### src/fpu_consts.svh
/*
 * FPU non-computational group constants
 * Data and tag widths, format count, default pipeline depths per format
 */

`ifndef FPU_CONSTS_SVH
`define FPU_CONSTS_SVH

// Operand and result word
`define FPU_WIDTH 32

// Tag carried alongside each operation
`define FPU_TAG_W 4

// FP32 and FP16
`define FPU_NUM_FMTS 2

// Default stage counts of the format slices
`define FPU_FP32_PIPE 2
`define FPU_FP16_PIPE 1

`endif
### src/fpu_pkg.sv
/*
 * FPU non-computational group types
 * Formats, operations, sub-operation selector and status flags
 */

`include "fpu_consts.svh"

package fpu_pkg;

  typedef logic [`FPU_WIDTH-1:0] fpu_word_t;
  typedef logic [`FPU_TAG_W-1:0] fpu_tag_t;

  // Also the slice index
  typedef enum logic {
    FP32 = 1'b0,
    FP16 = 1'b1
  } fp_format_e;

  typedef enum logic [1:0] {
    MINMAX,
    SGNJ,
    CMP
  } operation_e;

  // Doubles as the sub-operation select
  // MINMAX: RNE min, RTZ max
  // SGNJ:   RNE sign, RTZ negated sign, RDN xor of signs
  // CMP:    RNE le, RTZ lt, RDN eq
  typedef enum logic [1:0] {
    RNE,
    RTZ,
    RDN
  } roundmode_e;

  // Flag order from msb: NV DZ OF UF NX
  typedef logic [4:0] status_t;

  // Invalid operation flag position
  localparam int unsigned STATUS_NV = 4;

endpackage

### src/fpu_result_if.sv
/*
 * Result channel of one format slice
 * Carries the result record with a valid/ready handshake
 */

`timescale 1ns/1ns

interface fpu_result_if import fpu_pkg::*; ();

  fpu_word_t result;
  status_t   status;
  logic      ext_bit;
  fpu_tag_t  tag;
  logic      valid;
  logic      ready;

  // Slice side, payload held until the transfer
  modport src (
    output result, status, ext_bit, tag, valid,
    input  ready
  );

  // Arbiter side
  modport sink (
    input  result, status, ext_bit, tag, valid,
    output ready
  );

endinterface

### src/fpu_opgroup_block.sv
/*
 * Non-computational operation group of the FPU
 * Steers requests to per-format slices and merges their results
 */

`timescale 1ns/1ns
`include "fpu_consts.svh"

module fpu_opgroup_block import fpu_pkg::*; (
  input  logic       clk_i,
  input  logic       rst_n_i,
  input  logic       flush_i,
  // Request
  input  fpu_word_t  op_a_i,
  input  fpu_word_t  op_b_i,
  input  operation_e op_i,
  input  roundmode_e rnd_mode_i,
  input  fp_format_e fp_fmt_i,
  input  fpu_tag_t   tag_i,
  input  logic       in_valid_i,
  output logic       in_ready_o,
  // Result
  output fpu_word_t  result_o,
  output status_t    status_o,
  output logic       extension_bit_o,
  output fpu_tag_t   tag_o,
  output logic       out_valid_o,
  input  logic       out_ready_i,
  output logic       busy_o
);

  localparam int unsigned N = `FPU_NUM_FMTS;

  logic [N-1:0] slice_valid, slice_ready, slice_busy;

  fpu_result_if res_if [N] ();

  // --------------------------------------------------
  // Format slices
  // --------------------------------------------------
  for (genvar f = 0; f < N; f++) begin : gen_slice
    localparam fp_format_e  FMT   = fp_format_e'(f);
    localparam int unsigned DEPTH = (FMT == FP32) ? `FPU_FP32_PIPE : `FPU_FP16_PIPE;

    // Only the addressed format sees the request
    assign slice_valid[f] = in_valid_i & (fp_fmt_i == FMT);

    fpu_noncomp_slice #(
      .Format      (FMT),
      .NumPipeRegs (DEPTH)
    ) u_slice (
      .clk_i      (clk_i),
      .rst_n_i    (rst_n_i),
      .flush_i    (flush_i),
      .op_a_i     (op_a_i),
      .op_b_i     (op_b_i),
      .op_i       (op_i),
      .rnd_mode_i (rnd_mode_i),
      .tag_i      (tag_i),
      .in_valid_i (slice_valid[f]),
      .in_ready_o (slice_ready[f]),
      .busy_o     (slice_busy[f]),
      .res        (res_if[f])
    );
  end

  assign in_ready_o = in_valid_i & slice_ready[fp_fmt_i];
  assign busy_o     = |slice_busy;

  // --------------------------------------------------
  // Output merge
  // --------------------------------------------------
  fpu_result_arbiter u_arbiter (
    .clk_i     (clk_i),
    .rst_n_i   (rst_n_i),
    .flush_i   (flush_i),
    .slv       (res_if),
    .result_o  (result_o),
    .status_o  (status_o),
    .ext_bit_o (extension_bit_o),
    .tag_o     (tag_o),
    .valid_o   (out_valid_o),
    .ready_i   (out_ready_i)
  );

endmodule

### src/fpu_result_arbiter.sv
/*
 * Flushable round-robin arbiter for slice results
 * Locks its grant while an offered transfer is back-pressured
 */

`timescale 1ns/1ns
`include "fpu_consts.svh"

module fpu_result_arbiter import fpu_pkg::*; (
  input  logic       clk_i,
  input  logic       rst_n_i,
  input  logic       flush_i,
  fpu_result_if.sink slv [`FPU_NUM_FMTS],
  output fpu_word_t  result_o,
  output status_t    status_o,
  output logic       ext_bit_o,
  output fpu_tag_t   tag_o,
  output logic       valid_o,
  input  logic       ready_i
);

  localparam int unsigned N     = `FPU_NUM_FMTS;
  localparam int unsigned IDX_W = (N > 1) ? $clog2(N) : 1;

  logic [N-1:0]     req, gnt;
  fpu_word_t        result_arr [N];
  status_t          status_arr [N];
  logic [N-1:0]     ext_arr;
  fpu_tag_t         tag_arr    [N];
  logic [IDX_W-1:0] rr_q, rr_sel, sel, sel_q;
  logic             lock_q;

  for (genvar i = 0; i < N; i++) begin : gen_port
    assign req[i]        = slv[i].valid;
    assign result_arr[i] = slv[i].result;
    assign status_arr[i] = slv[i].status;
    assign ext_arr[i]    = slv[i].ext_bit;
    assign tag_arr[i]    = slv[i].tag;
    assign gnt[i]        = valid_o & ready_i & (sel == IDX_W'(i));
    assign slv[i].ready  = gnt[i];
  end

  // First requester at or after the pointer
  always_comb begin : rr_search
    int unsigned idx;
    logic        found;
    rr_sel = rr_q;
    found  = 1'b0;
    for (int unsigned k = 0; k < N; k++) begin
      idx = (int'(rr_q) + k) % N;
      if (!found && req[idx]) begin
        rr_sel = IDX_W'(idx);
        found  = 1'b1;
      end
    end
  end

  assign sel     = lock_q ? sel_q : rr_sel;
  assign valid_o = req[sel];

  assign result_o  = result_arr[sel];
  assign status_o  = status_arr[sel];
  assign ext_bit_o = ext_arr[sel];
  assign tag_o     = tag_arr[sel];

  always_ff @(posedge clk_i) begin
    if (!rst_n_i || flush_i) begin
      rr_q   <= '0;
      sel_q  <= '0;
      lock_q <= 1'b0;
    end else begin
      sel_q  <= sel;
      lock_q <= valid_o & ~ready_i;
      if (valid_o && ready_i) begin
        rr_q <= (sel == IDX_W'(N-1)) ? '0 : sel + 1'b1;
      end
    end
  end

  a_one_ready: assert property (@(posedge clk_i) disable iff (!rst_n_i)
    $onehot0(gnt));

  a_tag_hold: assert property (@(posedge clk_i) disable iff (!rst_n_i)
    valid_o && !ready_i && !flush_i |=> valid_o && $stable(tag_o));

endmodule

### src/fpu_noncomp_slice.sv
/*
 * Non-computational slice for one format
 * Min/max, sign injection and compare, then an elastic pipeline
 */

`timescale 1ns/1ns
`include "fpu_consts.svh"

module fpu_noncomp_slice import fpu_pkg::*; #(
  parameter fp_format_e  Format      = FP32,
  parameter int unsigned NumPipeRegs = `FPU_FP32_PIPE
) (
  input  logic       clk_i,
  input  logic       rst_n_i,
  input  logic       flush_i,
  input  fpu_word_t  op_a_i,
  input  fpu_word_t  op_b_i,
  input  operation_e op_i,
  input  roundmode_e rnd_mode_i,
  input  fpu_tag_t   tag_i,
  input  logic       in_valid_i,
  output logic       in_ready_o,
  output logic       busy_o,
  fpu_result_if.src  res
);

  localparam int unsigned WORD_W = `FPU_WIDTH;
  localparam int unsigned FP_W   = (Format == FP32) ? 32 : 16;
  localparam int unsigned EXP_W  = (Format == FP32) ? 8 : 5;
  localparam int unsigned MAN_W  = FP_W - EXP_W - 1;
  localparam int unsigned PAY_W  = WORD_W + $bits(status_t) + 1 + `FPU_TAG_W;

  localparam logic [FP_W-1:0] QNAN = {1'b0, {EXP_W{1'b1}}, 1'b1, {(MAN_W-1){1'b0}}};

  typedef logic [PAY_W-1:0] payload_t;

  logic [FP_W-1:0] a_val, b_val, fp_res;
  fpu_word_t       fp_word, res_word;
  logic            a_nan, b_nan, a_snan, b_snan, any_nan, any_snan;
  logic            mag_lt, mag_eq, both_zero, a_lt_b, cmp_eq, cmp_lt;
  logic            is_cmp, cmp_bit, sgn;
  status_t         status;

  // --------------------------------------------------
  // Operand unpacking and output boxing
  // --------------------------------------------------
  if (Format == FP16) begin : gen_boxed
    // Improperly boxed operands read as the canonical NaN
    assign a_val   = (&op_a_i[WORD_W-1:FP_W]) ? op_a_i[FP_W-1:0] : QNAN;
    assign b_val   = (&op_b_i[WORD_W-1:FP_W]) ? op_b_i[FP_W-1:0] : QNAN;
    assign fp_word = {{(WORD_W-FP_W){1'b1}}, fp_res};
  end else begin : gen_native
    assign a_val   = op_a_i;
    assign b_val   = op_b_i;
    assign fp_word = fp_res;
  end

  assign a_nan    = (&a_val[FP_W-2:MAN_W]) & (|a_val[MAN_W-1:0]);
  assign b_nan    = (&b_val[FP_W-2:MAN_W]) & (|b_val[MAN_W-1:0]);
  assign a_snan   = a_nan & ~a_val[MAN_W-1];
  assign b_snan   = b_nan & ~b_val[MAN_W-1];
  assign any_nan  = a_nan | b_nan;
  assign any_snan = a_snan | b_snan;

  // Sign-magnitude ordering, -0 sorts below +0
  assign mag_lt    = a_val[FP_W-2:0] < b_val[FP_W-2:0];
  assign mag_eq    = a_val[FP_W-2:0] == b_val[FP_W-2:0];
  assign both_zero = ~|{a_val[FP_W-2:0], b_val[FP_W-2:0]};
  assign a_lt_b    = (a_val[FP_W-1] != b_val[FP_W-1]) ? a_val[FP_W-1] :
                     (a_val[FP_W-1] ? ~(mag_lt | mag_eq) : mag_lt);

  // Compare treats the two zeros as equal
  assign cmp_eq = (a_val == b_val) | both_zero;
  assign cmp_lt = a_lt_b & ~both_zero;

  always_comb begin
    fp_res  = a_val;
    status  = '0;
    is_cmp  = 1'b0;
    cmp_bit = 1'b0;
    sgn     = b_val[FP_W-1];
    case (op_i)
      MINMAX: begin
        status[STATUS_NV] = any_snan;
        if (a_nan && b_nan) begin
          fp_res = QNAN;
        end else if (a_nan) begin
          fp_res = b_val;
        end else if (b_nan) begin
          fp_res = a_val;
        end else if (rnd_mode_i == RTZ) begin
          fp_res = a_lt_b ? b_val : a_val;
        end else begin
          fp_res = a_lt_b ? a_val : b_val;
        end
      end
      SGNJ: begin
        case (rnd_mode_i)
          RNE:     sgn = b_val[FP_W-1];
          RTZ:     sgn = ~b_val[FP_W-1];
          default: sgn = a_val[FP_W-1] ^ b_val[FP_W-1];
        endcase
        fp_res = {sgn, a_val[FP_W-2:0]};
      end
      CMP: begin
        is_cmp = 1'b1;
        case (rnd_mode_i)
          RNE: begin
            cmp_bit           = ~any_nan & (cmp_lt | cmp_eq);
            status[STATUS_NV] = any_nan;
          end
          RTZ: begin
            cmp_bit           = ~any_nan & cmp_lt;
            status[STATUS_NV] = any_nan;
          end
          default: begin
            // Quiet NaNs compare unequal without a flag
            cmp_bit           = ~any_nan & cmp_eq;
            status[STATUS_NV] = any_snan;
          end
        endcase
      end
      default: ;
    endcase
  end

  // Compare results are plain integers, never boxed
  assign res_word = is_cmp ? WORD_W'(cmp_bit) : fp_word;

  // --------------------------------------------------
  // Elastic pipeline
  // --------------------------------------------------
  logic [NumPipeRegs-1:0] valid_q;
  logic [NumPipeRegs:0]   ready_s;
  payload_t               pay_q [NumPipeRegs];

  for (genvar s = 0; s < NumPipeRegs; s++) begin : gen_stage
    logic     up_valid;
    payload_t up_pay;

    if (s == 0) begin : gen_head
      assign up_valid = in_valid_i;
      assign up_pay   = {res_word, status, is_cmp, tag_i};
    end else begin : gen_link
      assign up_valid = valid_q[s-1];
      assign up_pay   = pay_q[s-1];
    end

    // Take new data when empty or when the content moves on
    assign ready_s[s] = ~valid_q[s] | ready_s[s+1];

    always_ff @(posedge clk_i) begin
      if (!rst_n_i || flush_i) begin
        valid_q[s] <= 1'b0;
      end else if (ready_s[s]) begin
        valid_q[s] <= up_valid;
      end
    end

    always_ff @(posedge clk_i) begin
      if (ready_s[s] && up_valid) begin
        pay_q[s] <= up_pay;
      end
    end
  end

  assign ready_s[NumPipeRegs] = res.ready;
  assign in_ready_o           = ready_s[0];
  assign busy_o               = |valid_q;

  assign res.valid = valid_q[NumPipeRegs-1];
  assign {res.result, res.status, res.ext_bit, res.tag} = pay_q[NumPipeRegs-1];

  // Offered result must wait unchanged for the arbiter
  a_hold_payload: assert property (@(posedge clk_i) disable iff (!rst_n_i)
    res.valid && !res.ready && !flush_i |=>
      res.valid && $stable({res.result, res.status, res.ext_bit, res.tag}));

endmodule

### config.mk
export PLATFORM = sky130hd
export DESIGN_NAME = fpu_opgroup_block
export DESIGN_NICKNAME = d
export VERILOG_FILES = /design/src/fpu_pkg.sv /design/src/fpu_result_if.sv /design/src/fpu_opgroup_block.sv /design/src/fpu_result_arbiter.sv /design/src/fpu_noncomp_slice.sv
export VERILOG_INCLUDE_DIRS = /design/src
export SDC_FILE = /design/constraint.sdc
export NUM_CORES = 1
export LEC_CHECK = 0
export BUFFER_PORTS_ARGS = -buffer_cell sky130_fd_sc_hd__buf_2
export CAP_MARGIN = 10
export CORE_UTILIZATION = 56
export DETAILED_ROUTE_END_ITERATION = 10
export PLACE_DENSITY = 0.81
export REMOVE_ABC_BUFFERS = 1
export SYNTH_ARGS = -nofsm -noshare
export SYNTH_HDL_FRONTEND = slang
export SYNTH_SLANG_ARGS = --single-unit
### constraint.sdc
create_clock -name clk_i -period 4.8 [get_ports clk_i]
set_input_delay 0.72 -clock clk_i [delete_from_list [all_inputs] [get_ports clk_i]]
set_output_delay 0.72 -clock clk_i [all_outputs]
set_load 0.02 [all_outputs]
==> results by group <==
Run status
  • Status: complete, no violations

STA
  • Fin. max-slew vios: 0
  • Total negative slack: 0 ns
  • Clock skew after layout: 0.007286 ns
  • Max_slew headroom: 21.98%
  • Unrepaired setup endpoints after global routing: false
  • Fin crit share: 94.39%
  • Post-layout minimum cycle time: 4.531 ns
  • Worst-Margin Slew: 1.168 ns
  • Final Hold Viols: 0
  • Setup violations, final: 0
  • Achievable frequency: 0.2207 GHz

Clock network
  • Post-CTS Setup Repair Bufs: 0
  • Clock sinks: 105
  • Num CTS Buffers: 9
  • Clock Path Buffers: 2
  • Root Buffer: clkbuf_16
  • Clk_lat worst skew: 0.35 ns
  • Worst-path clk slew: 0.07 ns
  • Hold_buf cts: 0
  • CTS tree: done
  • H-tree depth: 3

Routing
  • DRT Pass-1 Iters: 5
  • 1st-iter DRT viols: 610
  • Antenna viol nets, final: 0
  • Vias per cell: 6.310
  • DRC Markers: 0
  • Routed wire length: 17930 um
  • Via count: 5515
  • Drt wl/cell: 20.51 um

Worst hold path
  • Hold/Removal Path Class: reg2reg
  • Worst Hold Launch: gen_slice[0].u_slice.pay_q[0][0]$_DFFE_PP_

Worst setup path
  • Endpoint class of the critical path: flip-flop
  • Max incr delay on CP: 0.67 ns
  • CP most frequent cell: buf_4
  • Worst reg-to-reg setup slack: 1.43 ns
  • Largest fanout on the critical path: 5
  • Crit path required time: 4.94 ns
  • R2r startpoint: gen_slice[0].u_slice.res.valid$_SDFFE_PP0P_
  • Top cell family by delay on the critical path: compound AO/OA/AOI/OAI gates
  • WP data arrival: 4.67 ns
  • CP Launch Type: input port
  • CP Class: in2reg
  • Cells along the critical path: buf_2, nand4_1, or4_1, nor2_1, inv_1, ha_1, a21o_1, a21oi_1, nor2b_1, a2111oi_0, o31ai_1, a221o_1, buf_4, o22ai_1, nand3_1, o31a_1, buf_4, o32ai_1
  • CP bufs+invs: 4
  • Slowest CP cell: or4_1
  • CP Launch Point: op_a_i[24]

Layout
  • Post-Layout Cell Count: 874
  • Fin nets: 853
  • Final core occ: 69.85%
  • Area grow syn2layout: 19.44%
  • Filler cells: 800
  • Share of cells above drive strength 1: 28.34%
  • # diodes: 0

Die
  • Site Rows: 38
  • Height of the die: 109.1 um
  • Total core area: 10980 um2
  • Starting Density: 58.48%
  • Io pins: 123
  • DIE AREA: 11900 um2
  • Die width: 109.1 um

Global routing
  • Initial antenna violation count: 0
  • Met3 Use GR: 7.830%
  • Global-route wire length before repair: 27860 um
  • GRT met2 Usage: 49.37%
  • GR Layer Usage met1: 41.27%
  • Number of global-route vias before repair: 5410
  • Global Route Usage Sum: 31.58%
  • Maximum number of pins on one net before global-route repair: 39
  • GR peak layer: met2
  • Total gr overflow: 0

Synthesis
  • EDFF count, synth: 99
  • Post-synthesis mux area share: 4.715%
  • Simple-Gate Fraction of Synth Area: 14.32%
  • Post-synthesis compound-gate area fraction: 17.96%
  • Part of the Yosys area used for sequential elements: 48.16%
  • Synth Area in Adders: 9.117%
  • Post-synth cell types: 63
  • Synth warnings: 0
  • Post-Syn Instances: 592
  • Asr flop ratio synth: 0%
  • Post-Syn Area: 6422 um2
  • Largest family of logic cells by synthesized area: compound AO/OA/AOI/OAI gates
  • Syn Area/Cell: 10.85 um2
  • Post-synthesis xor/xnor area fraction: 0.5455%
  • Yosys reg bits: 105
  • Top FF cell, synth: edfxtp_1

Pwr
  • Leak: 3.321 nW
  • Max IR drop VDD: 0.2333 mV
  • Power density cells: 271.8 nW/um2

Placement
  • Placed wire-length estimate: 13500 um
  • PortBufs: 118
  • Placed cell count: 857
  • GPL Wtd Cong: 0.9795

Run
  • Max-cap violations: 0
## worst register-to-register path: stages, from the launching register on
cell	delay, ns
dfxtp_1	0.37
inv_1	0.07
maj3_1	0.37
mux2i_4	0.46
buf_4	0.47
a21oi_1	0.28
nor2b_4	0.96
## state kept, by name (all words and copies together) (netlist names)
name                                  count
gen_slice.u_slice.busy_o                  1
gen_slice.u_slice.gen_stage.up_valid      1
gen_slice.u_slice.pay_q                  99
gen_slice.u_slice.res.valid               1
u_arbiter.lock_q                          1
u_arbiter.rr_q                            1
u_arbiter.sel_q                           1
## report_power, final
part	total, mW	internal [mW]	switching, mW
Clock	0.685	0.351	0.334
Sequential	1.06	1.05	0.0105
Combinational	0.343	0.138	0.205
Total	2.09	1.54	0.549
## synth_stat cells (all sizes together) (8+ instances only)
master	n	area share [%]
a21o	31	3.6
a21oi	23	1.8
a22o	31	4.2
and3	8	0.86
buf	15	1.3
clkbuf	14	0.82
edfxtp	99	46
ha	46	9.0
inv	52	3.0
mux2	23	4.0
nand2	41	2.4
nand3	14	1.1
nand4	20	1.9
nor2	32	1.9
nor3	11	0.86
nor4	15	1.7
o21ai	12	0.94
o22ai	13	1.3
## cell usage in the layout, fill, tap and decap left out, types with 3 or more instances in the layout
cell type	count
nand2_1	41
o21a_1	5
o22ai_1	13
edfxtp_1	99
clkbuf_16	9
nand2b_1	6
a211oi_1	4
buf_4	32
a21o_1	31
ha_1	46
a22o_1	31
and3_1	7
nor2_1	32
buf_2	118
nand3_1	14
mux2_2	23
nand4_1	20
nor3_1	11
a22oi_1	3
xor2_1	3
o211ai_1	5
a221o_1	4
or3_1	4
dfxtp_1	6
and4_1	3
inv_1	52
conb_1	4
nor4_1	13
nor2b_1	3
a31oi_1	3
o21ai_0	12
a21oi_1	22
## per-layer routing
| layer | vias up | part of all wire, % |
|---|---|---|
| li1 | 2540 | - |
| met2 | 293 | 46 |
| met1 | 2631 | 41 |
| met4 | 0 | 3.7 |
| met3 | 51 | 9.3 |
| met5 | - | 0 |
## layout make-up
cell class | instances | area [um2] | share of cell area [%]
clock buffer | 9 | 225.2 | 2.936
multi-input combinational | 409 | 3077 | 40.11
sequential | 105 | 3093 | 40.32
timing repair buffer | 152 | 862.1 | 11.24
inverter | 52 | 195.2 | 2.544
tap | 140 | 175.2 | 2.283
clock inverter | 7 | 43.79 | 0.5709
## repair_timing
action	CTS	global route
endpoints found under the hold margin	0	0
endpoints found under the setup margin	0	1
gates resized for setup	0	1
## final timing paths
| check | depth (start not counted) | endpoint |
|---|---|---|
| hold / removal | 0 | gen_slice[0].u_slice.pay_q[0][42]$_DFFE_PP_ |
| hold reg to reg | 0 | gen_slice[0].u_slice.pay_q[0][42]$_DFFE_PP_ |
| setup reg to reg | 6 | gen_slice[0].u_slice.pay_q[0][51]$_DFFE_PP_ |
| setup / recovery | 18 | gen_slice[1].u_slice.pay_q[0][8]$_SDFFCE_PP0P_ |
## through the flow
step | hold slack [ns] | area, um2 | power (mW) | worst slack (ns)
floorplan | 0.4003 | 6300 | 1.252 | -1.332
global placement | 0.4000 | 7387 | 1.394 | -0.006703
detailed placement | 0.4045 | 7387 | 1.410 | -0.03233
CTS | 0.4218 | 7656 | 2.084 | 0.3390
global route | 0.4247 | 7671 | 2.154 | 0.002085
finish | 0.4207 | 7671 | 2.085 | 0.2693
## logic make-up (layout without fill, tap and decap cells)
kind of cell / count (synthesis) / after routing
xor+xnor: 4 / 4
compound gates: 154 / 154
other cells: 1 / 4
mux: 27 / 27
buf+inv: 81 / 220
fa+ha+maj: 47 / 47
flops: 105 / 105
simple gates: 173 / 173
Power figures use the tool's default switching activity.
